**src/design/icmp_cfg.svh**
```systemverilog
`ifndef ICMP_CFG_SVH
`define ICMP_CFG_SVH

// Header sizes in bytes
`define ICMP_HDR_LEN         8
`define ICMP_IP_HDR_LEN      20

// Echo data buffer, also the largest accepted data length
`define ICMP_MAX_PLD         64
`define ICMP_CNT_W           8

// Reply IPv4 fields
`define ICMP_REPLY_TTL       128

// ICMP message types
`define ICMP_TYPE_ECHO_REQ   8
`define ICMP_TYPE_ECHO_REPLY 0

`endif

```
**src/design/icmp_pkg.sv**
```systemverilog
`include "icmp_cfg.svh"

package icmp_pkg;

  // One byte per beat with frame markers
  typedef struct packed {
    logic       val;
    logic       sof;
    logic       eof;
    logic       err;
    logic [7:0] dat;
  } strm_t;

  typedef struct packed {
    logic [47:0] src_mac;
    logic [47:0] dst_mac;
    logic [15:0] ethertype;
  } mac_hdr_t;

  typedef struct packed {
    logic [3:0][7:0] src_ip;
    logic [3:0][7:0] dst_ip;
    logic [15:0]     id;
    logic [15:0]     length; // Total IPv4 length in bytes
    logic [7:0]      qos;
    logic [7:0]      proto;
    logic [7:0]      ttl;
    logic [3:0]      ihl;
    logic [3:0]      ver;
    logic            df;
    logic            mf;
    logic [12:0]     fo;
    logic [15:0]     cks;
  } ipv4_hdr_t;

  typedef struct packed {
    mac_hdr_t    mac_hdr;
    ipv4_hdr_t   ipv4_hdr;
    logic        mac_known;
    logic [15:0] pld_len;
  } ipv4_meta_t;

  // Field order matches the byte order on the wire
  typedef struct packed {
    logic [7:0]  icmp_type;
    logic [7:0]  icmp_code;
    logic [15:0] icmp_cks;
    logic [15:0] icmp_id;
    logic [15:0] icmp_seq;
  } icmp_hdr_t;

  typedef struct packed {
    mac_hdr_t                mac_hdr;
    ipv4_hdr_t               ipv4_hdr;
    icmp_hdr_t               icmp_hdr;
    logic [`ICMP_CNT_W-1:0] length; // Echo data bytes
  } icmp_meta_t;

  typedef struct packed {
    logic [3:0][7:0] ipv4_addr;
  } dev_t;

endpackage

```
**src/design/byte_fifo.sv**
```systemverilog
`timescale 1ns/100ps
`include "icmp_cfg.svh"

module byte_fifo (
  input  logic       clk,
  input  logic       fsm_rst,
  input  logic       write,
  input  logic [7:0] data_in,
  input  logic       read,
  output logic [7:0] data_out,
  output logic       empty,
  output logic       full
);

  localparam int DEPTH = `ICMP_MAX_PLD;
  localparam int AW    = $clog2(DEPTH);

  logic [7:0]  mem [DEPTH];
  logic [AW:0] wr_ptr;
  logic [AW:0] rd_ptr;
  logic        do_write;
  logic        do_read;

  // Extra pointer bit tells full from empty
  assign empty = (wr_ptr == rd_ptr);
  assign full  = (wr_ptr[AW] != rd_ptr[AW]) && (wr_ptr[AW-1:0] == rd_ptr[AW-1:0]);

  assign do_write = write && !full;
  assign do_read  = read && !empty;

  always_ff @(posedge clk) begin
    if (fsm_rst) begin
      wr_ptr <= '0;
      rd_ptr <= '0;
    end else begin
      if (do_write) wr_ptr <= wr_ptr + 1'b1;
      if (do_read) rd_ptr <= rd_ptr + 1'b1;
    end
  end

  always_ff @(posedge clk) begin
    if (do_write) mem[wr_ptr[AW-1:0]] <= data_in;
  end

  // Registered read port, data shows one cycle after read
  always_ff @(posedge clk) begin
    if (do_read) begin
      data_out <= mem[rd_ptr[AW-1:0]];
    end
  end

endmodule

```
**src/design/icmp_echo_rx.sv**
```systemverilog
`timescale 1ns/100ps
`include "icmp_cfg.svh"

module icmp_echo_rx (
  input  logic                   clk,
  input  logic                   fsm_rst,
  input  icmp_pkg::strm_t        in_strm,
  input  icmp_pkg::ipv4_meta_t   in_meta,
  input  logic                   busy,
  output icmp_pkg::strm_t        pld_strm,
  output icmp_pkg::icmp_meta_t   pld_meta,
  output logic                   pld_done
);

  localparam int CNT_W = `ICMP_CNT_W;

  logic [CNT_W-1:0]      byte_cnt;
  logic [CNT_W-1:0]      idx;
  logic [CNT_W-1:0]      data_cnt;
  logic [CNT_W-1:0]      len_q;
  logic [15:0]           data_len;
  logic                  keep;
  logic                  keep_now;
  logic                  sof_ok;
  logic                  is_hdr;
  logic                  code_bad;
  logic                  too_long;
  logic                  len_match;
  icmp_pkg::icmp_hdr_t   hdr_q;
  icmp_pkg::mac_hdr_t    mac_q;
  icmp_pkg::ipv4_hdr_t   ip_q;

  // ##################################################
  // Request filter
  // ##################################################

  assign idx      = in_strm.sof ? '0 : byte_cnt; // Byte index of the current beat
  assign is_hdr   = idx < `ICMP_HDR_LEN;
  assign data_len = in_meta.ipv4_hdr.length - 16'(`ICMP_IP_HDR_LEN + `ICMP_HDR_LEN);

  // Type is the first byte, so most of the decision is taken here
  assign sof_ok = (in_strm.dat == `ICMP_TYPE_ECHO_REQ) &&
                  (data_len != 0) && (data_len <= `ICMP_MAX_PLD) &&
                  !busy && !in_strm.err;

  assign keep_now  = in_strm.sof ? sof_ok : keep;
  assign code_bad  = (idx == 1) && (in_strm.dat != 8'h00);
  assign too_long  = (data_cnt == `ICMP_MAX_PLD);
  assign len_match = ((data_cnt + 1'b1) == len_q);

  always_ff @(posedge clk) begin
    if (fsm_rst) begin
      pld_strm <= '0;
      pld_done <= 1'b0;
      keep     <= 1'b0;
      byte_cnt <= '0;
      data_cnt <= '0;
    end else begin
      pld_strm     <= '0;
      pld_strm.dat <= in_strm.dat;
      pld_done     <= 1'b0;
      if (in_strm.val) begin
        if (in_strm.sof) begin
          byte_cnt <= CNT_W'(1);
          data_cnt <= '0;
          keep     <= sof_ok;
        end else if (byte_cnt != '1) begin
          byte_cnt <= byte_cnt + 1'b1; // Saturates on long frames
        end
        if (keep_now) begin
          if (is_hdr) begin
            if (code_bad || in_strm.err || in_strm.eof) keep <= 1'b0; // Nothing forwarded yet
          end else if (in_strm.err || too_long || (in_strm.eof && !len_match)) begin
            keep         <= 1'b0;
            pld_strm.err <= 1'b1; // Abort the builder
          end else begin
            pld_strm.val <= 1'b1;
            pld_strm.sof <= (data_cnt == '0);
            pld_strm.eof <= in_strm.eof;
            data_cnt     <= data_cnt + 1'b1;
            if (in_strm.eof) begin
              keep     <= 1'b0;
              pld_done <= 1'b1;
            end
          end
        end
      end
    end
  end

  // ##################################################
  // Header and metadata capture
  // ##################################################

  always_ff @(posedge clk) begin
    if (in_strm.val && is_hdr) hdr_q <= {hdr_q[`ICMP_HDR_LEN*8-9:0], in_strm.dat};
    if (in_strm.val && in_strm.sof) begin
      mac_q <= in_meta.mac_hdr;
      ip_q  <= in_meta.ipv4_hdr;
      len_q <= data_len[CNT_W-1:0];
    end
  end

  assign pld_meta = '{mac_hdr: mac_q, ipv4_hdr: ip_q, icmp_hdr: hdr_q, length: len_q};

endmodule

```
**src/design/icmp_echo_tx.sv**
```systemverilog
`timescale 1ns/100ps
`include "icmp_cfg.svh"

module icmp_echo_tx (
  input  logic                   clk,
  input  logic                   fsm_rst,
  input  icmp_pkg::dev_t         dev,
  input  icmp_pkg::strm_t        pld_strm,
  input  icmp_pkg::icmp_meta_t   pld_meta,
  input  logic                   pld_done,
  input  logic                   req,
  output logic                   rdy,
  output logic                   busy,
  output icmp_pkg::strm_t        out_strm,
  output icmp_pkg::ipv4_meta_t   out_meta
);

  localparam int HDR_LEN = `ICMP_HDR_LEN;
  localparam int CNT_W   = `ICMP_CNT_W;

  logic [HDR_LEN-1:0][7:0] hdr_q;
  logic [CNT_W-1:0]        len_q;
  logic [CNT_W-1:0]        out_idx;
  logic [16:0]             cks_sum;
  logic [15:0]             cks;
  logic                    clr;
  logic                    grant;
  logic                    tx_val;
  logic                    tx_sof;
  logic                    tx_eof;
  logic [7:0]              tx_dat;
  logic                    fifo_read;
  logic [7:0]              fifo_dout;
  logic                    pld_start;

  assign pld_start = pld_strm.val && pld_strm.sof;
  assign grant     = req && rdy && !tx_val;
  assign tx_eof    = tx_val && (out_idx == len_q + (HDR_LEN - 1));
  assign clr       = fsm_rst || tx_eof || pld_strm.err; // Done or aborted

  // Type 8 to type 0 flips one bit in the first checksum word
  assign cks_sum = {1'b0, pld_meta.icmp_hdr.icmp_cks} + 17'h00800;
  assign cks     = cks_sum[15:0] + {15'd0, cks_sum[16]};

  byte_fifo fifo_inst (
    .clk      (clk),
    .fsm_rst  (clr),
    .write    (pld_strm.val),
    .data_in  (pld_strm.dat),
    .read     (fifo_read),
    .data_out (fifo_dout),
    .empty    (),
    .full     ()
  );

  // ##################################################
  // Grant and byte sequencing
  // ##################################################

  always_ff @(posedge clk) begin
    if (clr) begin
      rdy       <= 1'b0;
      busy      <= 1'b0;
      tx_val    <= 1'b0;
      tx_sof    <= 1'b0;
      out_idx   <= '0;
      fifo_read <= 1'b0;
    end else begin
      if (pld_start) busy <= 1'b1;
      if (pld_done) rdy <= 1'b1;
      tx_sof <= grant;
      if (grant) begin
        tx_val  <= 1'b1;
        out_idx <= '0;
      end else if (tx_val) begin
        out_idx <= out_idx + 1'b1;
      end
      if (tx_val && out_idx == HDR_LEN - 2) fifo_read <= 1'b1; // Data follows header gaplessly
    end
  end

  always_ff @(posedge clk) begin
    if (pld_start) begin
      hdr_q <= {8'(`ICMP_TYPE_ECHO_REPLY), 8'h00, cks,
                pld_meta.icmp_hdr.icmp_id, pld_meta.icmp_hdr.icmp_seq};
      len_q <= pld_meta.length;
    end else if (tx_val) begin
      hdr_q <= {hdr_q[HDR_LEN-2:0], 8'h00};
    end
  end

  assign tx_dat   = (out_idx < HDR_LEN) ? hdr_q[HDR_LEN-1] : fifo_dout;
  assign out_strm = '{val: tx_val, sof: tx_sof, eof: tx_eof, err: 1'b0, dat: tx_dat};

  // ##################################################
  // Reply metadata
  // ##################################################

  always_ff @(posedge clk) begin
    if (pld_start) begin
      out_meta.mac_hdr.dst_mac   <= pld_meta.mac_hdr.src_mac; // Back to the sender
      out_meta.mac_hdr.src_mac   <= pld_meta.mac_hdr.dst_mac;
      out_meta.mac_hdr.ethertype <= pld_meta.mac_hdr.ethertype;
      out_meta.mac_known         <= 1'b1;
      out_meta.pld_len           <= pld_meta.ipv4_hdr.length - 16'(`ICMP_IP_HDR_LEN);
      out_meta.ipv4_hdr.src_ip   <= dev.ipv4_addr;
      out_meta.ipv4_hdr.dst_ip   <= pld_meta.ipv4_hdr.src_ip;
      out_meta.ipv4_hdr.id       <= pld_meta.ipv4_hdr.id;
      out_meta.ipv4_hdr.length   <= pld_meta.ipv4_hdr.length;
      out_meta.ipv4_hdr.qos      <= pld_meta.ipv4_hdr.qos;
      out_meta.ipv4_hdr.proto    <= pld_meta.ipv4_hdr.proto;
      out_meta.ipv4_hdr.ttl      <= 8'(`ICMP_REPLY_TTL);
      out_meta.ipv4_hdr.ihl      <= 4'd5;
      out_meta.ipv4_hdr.ver      <= 4'd4;
      out_meta.ipv4_hdr.df       <= 1'b0;
      out_meta.ipv4_hdr.mf       <= 1'b0;
      out_meta.ipv4_hdr.fo       <= '0;
      out_meta.ipv4_hdr.cks      <= '0; // Filled in by the IPv4 transmitter
    end
  end

endmodule

```
**src/design/icmp_echo_top.sv**
```systemverilog
`timescale 1ns/100ps

module icmp_echo_top (
  input  logic                   clk,
  input  logic                   fsm_rst,
  input  icmp_pkg::strm_t        in_strm,
  input  icmp_pkg::ipv4_meta_t   in_meta,
  input  icmp_pkg::dev_t         dev,
  input  logic                   req,
  output logic                   rdy,
  output logic                   busy,
  output icmp_pkg::strm_t        out_strm,
  output icmp_pkg::ipv4_meta_t   out_meta
);

  icmp_pkg::strm_t      pld_strm;
  icmp_pkg::icmp_meta_t pld_meta;
  logic                 pld_done;

  icmp_echo_rx rx_inst (
    .clk      (clk),
    .fsm_rst  (fsm_rst),
    .in_strm  (in_strm),
    .in_meta  (in_meta),
    .busy     (busy),     // Holds off new requests
    .pld_strm (pld_strm),
    .pld_meta (pld_meta),
    .pld_done (pld_done)
  );

  icmp_echo_tx tx_inst (
    .clk      (clk),
    .fsm_rst  (fsm_rst),
    .dev      (dev),
    .pld_strm (pld_strm),
    .pld_meta (pld_meta),
    .pld_done (pld_done),
    .req      (req),
    .rdy      (rdy),
    .busy     (busy),
    .out_strm (out_strm),
    .out_meta (out_meta)
  );

endmodule

```
**config.mk**
```make
export PLATFORM = sky130hd
export DESIGN_NAME = icmp_echo_top
export DESIGN_NICKNAME = d
export VERILOG_FILES = /design/src/design/icmp_pkg.sv /design/src/design/byte_fifo.sv /design/src/design/icmp_echo_rx.sv /design/src/design/icmp_echo_tx.sv /design/src/design/icmp_echo_top.sv
export VERILOG_INCLUDE_DIRS = /design/src /design/src/design
export SDC_FILE = /design/constraint.sdc
export NUM_CORES = 1
export LEC_CHECK = 0
export BUFFER_PORTS_ARGS = -buffer_cell sky130_fd_sc_hd__buf_2
export CORE_MARGIN = 4
export CORE_UTILIZATION = 24
export CTS_CLUSTER_DIAMETER = 30
export DETAILED_ROUTE_END_ITERATION = 10
export SKIP_LAST_GASP = 1
export SLEW_MARGIN = 15
export SYNTH_ARGS = -nofsm -noshare
export SYNTH_HDL_FRONTEND = slang
export SYNTH_SLANG_ARGS = --single-unit
```
**constraint.sdc**
```tcl
create_clock -name clk -period 20.8 [get_ports clk]
set_clock_uncertainty 0.05 [all_clocks]
set_input_delay 1.04 -clock clk [delete_from_list [all_inputs] [get_ports clk]]
set_output_delay 1.04 -clock clk [all_outputs]
set_load 0.02 [all_outputs]
```
== Word level (Yosys, flattened, before mapping) ==
Memories as Yosys holds them, arrays and structs flattened. A register that Yosys moved wholly into a read port is not among the register bits.
Index checks and enable logic that the tools add are counted.

* Logic and storage cells: 140
* Memory bits (writable): 512
* Memories: 1
* Output and inout port bits: 302
* Register bits after elaboration: 616

* Reductions and logical operators: 37
* Equality and inequality tests: 10
* Magnitude comparators: 3
* Add/sub/neg operators: 10
* Bitwise gates (word level): 2
* Multiplexer cells: 21

{| class="wikitable"
|+ Memory list
! name !! depth !! width !! read ports !! clocked after memory_dff !! wr ports !! line !! source
|-
| tx_inst.fifo_inst.mem || 64 || 8 || 1 || 1 || 1 || byte_fifo.sv:18 || <nowiki>logic [7:0] mem [DEPTH];</nowiki>
|}

{| class="wikitable"
|+ Operator list
! operator !! count
|-
| $mux W48 || 2
|-
| $mux W8 || 8
|-
| $eq A8 B32 Y1 || 1
|-
| $sub A16 B5 Y16 const B || 2
|-
| $add A8 B1 Y8 const B || 3
|-
| $add A16 B12 Y17 const B || 1
|-
| $add A16 B1 Y16 || 1
|-
| $le A16 B7 Y1 const B || 1
|-
| $logic_and A1 B1 Y1 || 16
|-
| $lt A8 B4 Y1 const B || 2
|-
| $reduce_bool A16 Y1 || 1
|-
| $add A7 B1 Y7 const B || 2
|-
| $mux W1 || 10
|-
| $add A8 B3 Y9 const B || 1
|-
| $eq A8 B1 Y1 const B || 1
|-
| $eq A8 B3 Y1 const B || 1
|-
| $eq A8 B4 Y1 const B || 1
|-
| $eq A8 B7 Y1 const B || 1
|-
| $eq A8 B8 Y1 || 1
|-
| $logic_not A8 Y1 || 1
|-
| $ne A8 B8 Y1 const B || 1
|-
| $reduce_bool A8 Y1 || 1
|-
| $eq A7 B7 Y1 || 1
|-
| $eq A6 B6 Y1 || 1
|-
| other kinds (10) || 22
|}

== Depth between registers and ports, before layout ==
Gate-level depths: netlist of run 1.

* Word-level depth: 9
* Gate-level depth with buffers: 11
* Gate-level depth less buffers: 9

== By module ==
A second synthesis of run 1 with hierarchy kept.

* Cell total of the unflattened synthesis: 2359
* Area total of the unflattened synthesis: 45140.8 um^2

{| class="wikitable"
|+ By module, submodules not included
! module !! cells an instance !! area an instance (um^2) !! times used
|-
| byte_fifo || 1075 || 21137.8 || 1
|-
| icmp_echo_rx || 562 || 12185.4 || 1
|-
| icmp_echo_tx || 722 || 11817.6 || 1
|}

== Least setup slack after synthesis of run 1 ==
OpenSTA, ideal clock, no wires.

* Kind: input port to flip-flop
* From: input in_strm[11] in the netlist's numbering
* To: register rx_inst.keep
* Library setup time: 71 ps
* Arrival time: 10992 ps
* Buffers on the path: 0
* Stages: 7
* Setup slack: 9687 ps
* Cell sequence: inv_1 nor2_1 nand4_1 or4b_2 a2111oi_0 o21ai_0 a21oi_1

{| class="wikitable"
|+ RTL lines
! element !! line !! source
|-
| start: declaration || icmp_echo_top.sv:6 || <nowiki>input icmp_pkg::strm_t in_strm,</nowiki>
|-
| end signal: assignment || icmp_echo_rx.sv:66 || <nowiki>keep <= sof_ok;</nowiki>
|-
| end: declaration || icmp_echo_rx.sv:22 || <nowiki>logic keep;</nowiki>
|}

== Worst setup path in the final report of run 1 ==
* From: register, netlist name rx_inst.pld_strm[10]
* To: register, netlist name tx_inst.out_meta[122]

* Word-level cells in the longest chain between the ends: 1

{| class="wikitable"
|+ RTL lines
! element !! line !! source
|-
| $logic_and A1 B1 Y1 || icmp_echo_tx.sv:36 || <nowiki>assign pld_start = pld_strm.val && pld_strm.sof;</nowiki>
|}

Every way passes these cells.
A chain may end at the register's enable or synchronous reset.

==> results.py, run 1 <==
metrics = {
    "critical_path": {
        "cp_data_arrival_time_ns": 4.58,
        "worst-path-buf-inv": 4,
        "timing.rr.start": "rx_inst.pld_strm[10]",
        "worstPathCellList": "nand2_2 > inv_8 > buf_4 > buf_4 > buf_4",
        "critical_path_class": "flip-flop to flip-flop",
        "cp_top_family": "buffers and inverters",
        "crit_path_start": "rx_inst.pld_strm[10]",
        "cp-start-kind": "flip-flop",
        "endpoint_kind": "flip-flop",
        "critPathRequiredTime_ns": 21.10,
        "slowest_stage": "buf_4",
        "cpPeakStageDelay_ns": 0.78,
        "crit_top_cell": "buf_4",
        "worst-path-max-fanout": 121,
    },
    "floorplan": {
        "core_mm2": 0.172,
        "dieArea_mm2": 0.179,
        "dieWidth_um": 424,
        "start_util_pct": 24.1,
        "placementRows": 152,
        "io_pins": 637,
        "dieHeight_um": 424,
    },
    "layout": {
        "nets": 3075,
        "layout-drive-gt1-share_pct": 37.8,
        "area_delta_synth_final_pct": 31.6,
    },
    "clocking": {
        "clk_latency_ns": 0.84,
        "cts-root-buf": "clkbuf_16",
        "cts.sinks": 1130,
        "path_clk_slew_ns": 0.05,
        "ctsHoldBuffers": 0,
        "cts_htree_levels": 4,
        "clk_path_buf_depth": 3,
        "cts.repair.resized": 0,
        "tritoncts": "built",
        "cts_buffers": 220,
        "post-cts-setup-buffers": 0,
    },
    "power": {
        "cellPowerDensity_mw_per_mm2": 117,
        "vdd_drop_max_mv": 0.0679,
        "p_leak_nw": 18.5,
        "total_power_mw": 6.37,
    },
    "sta": {
        "fmaxAchievable_mhz": 234,
        "finalCriticalPeriod_ns": 4.28,
        "hold_viol_final": 0,
        "rsz0062_at_grt": "no",
        "hold_ws_ns": 0.280,
        "maxSlewHeadroom_pct": 33.7,
        "fin_crit_sh_pct": 20.6,
        "setup_viol": 0,
        "maxSlewViolCount": 0,
        "worst_pin_slew_ns": 0.995,
        "tns_ns": 0,
    },
    "routing": {
        "route.detailed.wl_per_inst_um": 19.4,
        "ant_nets": 0,
        "drc_errors": 0,
        "routed_wl_um": 101000,
        "num_vias": 21300,
        "drt_iter0_drc": 1507,
        "dr.pass1.iters": 5,
        "viasPerCell": 4.06,
    },
    "run_status": {
        "status": "finished clean",
    },
    "synthesis": {
        "netlist_instances": 2066,
        "synth_edf_count": 1058,
        "ys.flop_type": "edfxtp_1",
        "yosysWarnings": 0,
        "syn_area_mm2": 0.0414,
        "ys_seq_elements": 1130,
        "async_flop_share_pct": 0,
        "ys_seq_area_share_pct": 80.1,
        "yosysUniqueCellTypes": 60,
        "syn_avg_cell_area_um2": 20.1,
    },
    "placed_design": {
        "hpwl_um": 66000,
        "portBuffers": 491,
        "gp_congestion": 0.785,
    },
    "grt": {
        "grt_max_degree": 122,
        "overflow": 0,
        "grt_pass1_vias": 21600,
        "track_usage_pct": 11.0,
        "antenna_found_initial": 16,
        "grt_pass1_wl_um": 146000,
    },
    "run": {
        "cap_violations": 0,
    },
    "hold_path": {
        "min_from": "rx_inst.pld_meta[159]",
        "hold_class": "flip-flop to flip-flop",
    },
}
cell usage in the layout (no fill, tap or decap), types with 27 or more instances in the layout:
cell,n
buf_2,491
buf_4,27
bufinv_16,37
clkbuf_16,220
clkinv_2,32
conb_1,49
dfxtp_1,60
edfxtp_1,1058
mux4_2,168
nand2_1,139
nor2_1,147
xnor2_1,32
xor2_1,49
synth_stat cells (all sizes together), types with 3 or more instances:
| library cell | n | share of area (%) |
|---|---|---|
| nand3 | 22 | 0.27 |
| nor4 | 12 | 0.18 |
| xor2 | 49 | 1.0 |
| dfxtp | 72 | 3.5 |
| clkbuf | 36 | 0.33 |
| or3 | 7 | 0.11 |
| nor2b | 14 | 0.21 |
| o21ai | 21 | 0.25 |
| inv | 18 | 0.16 |
| nand3b | 7 | 0.13 |
| buf | 92 | 1.5 |
| mux2 | 10 | 0.27 |
| a41oi | 3 | 0.063 |
| mux4 | 168 | 9.1 |
| nand2b | 7 | 0.11 |
| edfxtp | 1058 | 77 |
| a211oi | 5 | 0.091 |
| and2 | 3 | 0.045 |
| a31oi | 4 | 0.060 |
| nor2 | 149 | 1.3 |
| a21o | 3 | 0.054 |
| and3 | 18 | 0.27 |
| nand4 | 13 | 0.20 |
| mux2i | 20 | 0.48 |
| a21oi | 10 | 0.12 |
| nand2 | 140 | 1.3 |
| or2 | 4 | 0.060 |
| ha | 15 | 0.45 |
| nor3 | 20 | 0.24 |
| xnor2 | 32 | 0.68 |
layer usage:
| metal | share of wire, % | GRT usage (%) | vias up |
|---|---|---|---|
| met2 | 52 | 19.5 | 823 |
| met1 | 38 | 12.6 | 10800 |
| met5 | 0.061 | 0 | - |
| met4 | 2.1 | 3.14 | 10 |
| met3 | 7.4 | 3.52 | 174 |
| li1 | - | - | 9448 |
registers in the layout, summed over array words and instances (netlist names), 6 cells and up:
name	cells
rx_inst.len_q	6
tx_inst.fifo_inst.wr_ptr	7
tx_inst.fifo_inst.mem	512
tx_inst.out_idx	8
tx_inst.fifo_inst.data_out	8
tx_inst.out_meta	238
rx_inst.pld_strm	11
tx_inst.hdr_q	64
rx_inst.pld_meta	240
rx_inst.data_cnt	8
tx_inst.fifo_inst.rd_ptr	7
tx_inst.len_q	6
rx_inst.byte_cnt	8
final timing paths:
check	endpoint	slack (ns)	cells past startpoint
setup reg to reg	tx_inst.out_meta[122]	16.52	5
hold reg to reg	tx_inst.out_meta[104]	0.28	0
hold / removal	tx_inst.out_meta[104]	0.28	0
setup / recovery	tx_inst.out_meta[122]	16.52	5
layout make-up:
type	count	area, um^2
diodes	3	7.51
clock buffers	244	5650
clock inverters	173	2440
fillers	16500	117000
inverters	18	75.1
multi-input cells	837	7580
flip-flops and latches	1130	33200
well taps	2310	2890
repair buffers	518	2660
where the power goes:
group	internal, mW	switching (mW)
Clock	2.46	1.27
Sequential	2.53	0.0171
Combinational	0.0282	0.0610
cells by family after synthesis:
group,share of synthesized area [%]
flops,80.1
simple gates,4.69
mux,9.89
buf+inv,2.02
xor+xnor,1.71
compound gates,1.07
fa+ha+maj,0.453
other cells,0.0181
through the flow:
stage               instance area, um^2  utilization [%]  worst slack, ns  instances
finish                            54500             31.8            16.52       5233
global route                      54500             31.8            16.23       5231
CTS                               54500             31.8            16.49       5230
detailed placement                46400             27.0            16.17       4813
global placement                  46400             27.0            16.21       4813
floorplan                         41600                -             9.69       2113
No activity file was read; power rests on OpenSTA's default activity.
==> inputs of run 2 (changes only) <==
Settings changed: ABC_AREA set to 1.
Clock period 20.8 ns to 4.4 ns, I/O delays scaled along.
==> run 2 against run 1 <==
Net effect: register-to-register slack lost 15 ns; non-clock buffer count grew 390; sequential power grew to 4.7 times the previous value; first-iteration DRC count grew 54%; critical path type is now flip-flop to output port; synthesized cell count grew 43%; via count grew 30%; design area grew 7.4%; critical endpoint is now out_strm[9]; largest cell class unchanged; clock power grew to 4.6 times the previous value; die area grew 1.6%; global-route usage grew 1.8 points; wire length grew 18%.
==> results.py, run 2 <==
metrics = {
    "run_status": {
        "status": "finished clean",
    },
    "critical_path": {
        "timing.rr.start": "tx_inst.fifo_inst.rd_ptr[4]",
        "slowest_stage": "dfxtp_1",
        "endpoint_kind": "output port",
        "cpPeakStageDelay_ns": 0.72,
        "cp_top_family": "flip-flops",
        "crit_path_start": "tx_inst.tx_val",
        "cp-start-kind": "flip-flop",
        "worst-path-buf-inv": 3,
        "worstPathCellList": "inv_1 > a21oi_1 > o221ai_1 > a21oi_1 > nand4_1 > nor2_1 > nand4_1 > inv_1 > buf_2",
        "cp_data_arrival_time_ns": 3.00,
        "worst-path-max-fanout": 14,
        "critPathRequiredTime_ns": 4.13,
        "critical_path_class": "flip-flop to output port",
    },
    "floorplan": {
        "start_util_pct": 24.2,
        "io_pins": 637,
        "dieWidth_um": 427,
        "core_mm2": 0.174,
        "placementRows": 153,
        "dieHeight_um": 427,
        "dieArea_mm2": 0.182,
    },
    "layout": {
        "num-fill-cells": 16700,
        "largest_reg_flops": 512,
        "layout_common_cells": "edfxtp_1, buf_2, nor2_1",
        "nets": 4300,
        "layout-drive-gt1-share_pct": 25.0,
        "fin_cells": 6482,
        "final_common_cell": "edfxtp_1",
        "area_delta_synth_final_pct": 39.1,
    },
    "run": {
        "cap_violations": 0,
    },
    "placed_design": {
        "hpwl_um": 75500,
        "gp_congestion": 0.847,
        "portBuffers": 491,
        "placed_cells": 5753,
    },
    "routing": {
        "dr.pass1.iters": 7,
        "num_vias": 27700,
        "routed_wl_um": 119000,
        "drc_errors": 0,
        "viasPerCell": 4.27,
        "drt_iter0_drc": 2317,
        "route.detailed.wl_per_inst_um": 18.4,
        "ant_nets": 0,
    },
    "power": {
        "p_leak_nw": 20.6,
        "cellPowerDensity_mw_per_mm2": 509,
        "vdd_drop_max_mv": 0.424,
    },
    "sta": {
        "fmaxAchievable_mhz": 306,
        "hold_ws_ns": 0.0665,
        "finalCriticalPeriod_ns": 3.27,
        "fin_crit_sh_pct": 74.3,
        "rsz0062_at_grt": "no",
        "worst_pin_slew_ns": 1.20,
        "maxSlewViolCount": 0,
        "maxSlewHeadroom_pct": 19.9,
        "tns_ns": 0,
        "hold_viol_final": 0,
        "setup_viol": 0,
    },
    "synthesis": {
        "yosysWarnings": 0,
        "syn_avg_cell_area_um2": 14.2,
        "synth.most_common_cell": "edfxtp_1",
        "synth_compound_area_share_pct": 6.89,
        "syn_area_mm2": 0.0421,
        "ys.flop_type": "edfxtp_1",
        "synth_top_family_by_area": "simple AND/OR/NAND/NOR gates",
        "ys_seq_area_share_pct": 78.9,
        "netlist_instances": 2961,
        "async_flop_share_pct": 0,
        "synth_common_cells": "edfxtp_1, nor2_1, nand2_1",
        "synth_top_area_share_pct": 75.5,
        "yosysUniqueCellTypes": 47,
        "synth_area_leaders": "edfxtp_1, nor2_1, o21ai_0",
        "ys_seq_elements": 1130,
        "synth_simple_gate_area_share_pct": 9.15,
        "synth_top_area_cell": "edfxtp_1",
        "synth_fa_ha_area_share_pct": 0.446,
        "synthXorXnorAreaFrac_pct": 1.10,
        "synth_edf_count": 1058,
        "muxShareOfSynthArea_pct": 0,
    },
    "grt": {
        "antenna_found_initial": 23,
        "track_usage_pct": 12.8,
        "grt_pass1_wl_um": 177000,
        "overflow": 0,
        "grt_max_degree": 179,
        "grt_pass1_vias": 28200,
    },
    "hold_path": {
        "min_from": "in_meta[149]",
        "hold_class": "primary input to flip-flop",
    },
    "clocking": {
        "cts.repair.resized": 0,
        "cts.sinks": 1130,
        "clk_path_buf_depth": 3,
        "cts-root-buf": "clkbuf_16",
        "tritoncts": "built",
        "cts_buffers": 218,
        "path_clk_slew_ns": 0.05,
        "cts_htree_levels": 4,
        "clk_latency_ns": 0.83,
    },
}
-- run 2: changes by cell type after synthesis, moves of 18 or more --
cell      delta
nand4_1     +26
inv_1      +113
o221ai_1    +46
o211ai_1    +18
mux2i_1     -20
nor2_1     +276
a21oi_1     +36
nand2_1    +174
o22ai_1     +80
mux4_2     -168
buf_2       +21
clkbuf_1    +55
nand3_1     +79
o21ai_0    +272
-- run 2: cell families (layout without fill, tap and decap cells) --
kind of cell,count (synthesis),after routing
flip-flops,1130,1130
AO/OA/AOI/OAI,506,506
adder cells (fa/ha/maj),15,15
XOR/XNOR,53,53
AND/OR/NAND/NOR,931,931
buffers and inverters,324,1461
other,2,61
-- run 2: report_power, final --
| part | internal, mW | switching (mW) |
|---|---|---|
| registers | 11.9 | 0.108 |
| clock network | 11.1 | 6.05 |
| logic | 0.299 | 0.341 |
| total | 23.3 | 6.50 |
-- run 2: through the flow --
stage                     cell area, um^2  worst slack, ns  power, mW  util, %
after floorplan                     42300            0.144       12.4        -
after global placement              47700             1.61       12.7     27.4
after detailed placement            47700             1.58       12.7     27.4
after CTS                           58600             1.01       30.1     33.6
after global routing                58600            0.860       30.7     33.6
final                               58600             1.13       29.8     33.6
-- run 2: metal layers --
metal | wire (um) | GRT usage, % | part of all wire, % | up-vias
met1 | 46000 | 14.9 | 39 | 13500
met3 | 8950 | 3.54 | 7.5 | 232
met4 | 3750 | 5.06 | 3.1 | 18
met5 | 120 | 0 | 0.10 | -
met2 | 60600 | 22.2 | 51 | 1204
li1 | - | - | - | 12800
-- run 2: what timing repair did --
| action | 4_1_cts | 5_1_grt |
|---|---|---|
| buffers inserted | 0 | 0 |
| hold buffers | 302 | 0 |
| hold endpoints to repair | 278 | 0 |
-- run 2: cell type report --
type / instances / area, um^2 / share of cell area [%]
clock buffer: 246 / 5720 / 9.76
antenna: 12 / 30.0 / 0.0513
inverter: 138 / 534 / 0.912
timing repair buffer: 908 / 6440 / 11.0
tap: 2325 / 2910 / 4.97
clock inverter: 169 / 2110 / 3.61
multi-input combinational: 1554 / 7610 / 13.0
sequential: 1130 / 33200 / 56.7
-- run 2: path summary, 6_finish.rpt --
| check | end | slack, ns | cells past startpoint |
|---|---|---|---|
| min reg2reg | tx_inst.out_meta[196] | 0.32 | 0 |
| max reg2reg | tx_inst.fifo_inst.mem[12][2] | 1.48 | 10 |
| min | rx_inst.pld_meta[204] | 0.07 | 2 |
| max | out_strm[9] | 1.13 | 9 |
-- run 2: worst reg2reg max path: stages (launching register included) --
cell and delay [ns]:
dfxtp_1 0.75, nand2_1 0.12, nand4_1 0.13, nor2_2 0.06, nand2_1 0.08, nand2_2 0.12, inv_2 0.16, nand4_1 0.46
buf_4 0.35, nor2_1 0.11, buf_4 0.20
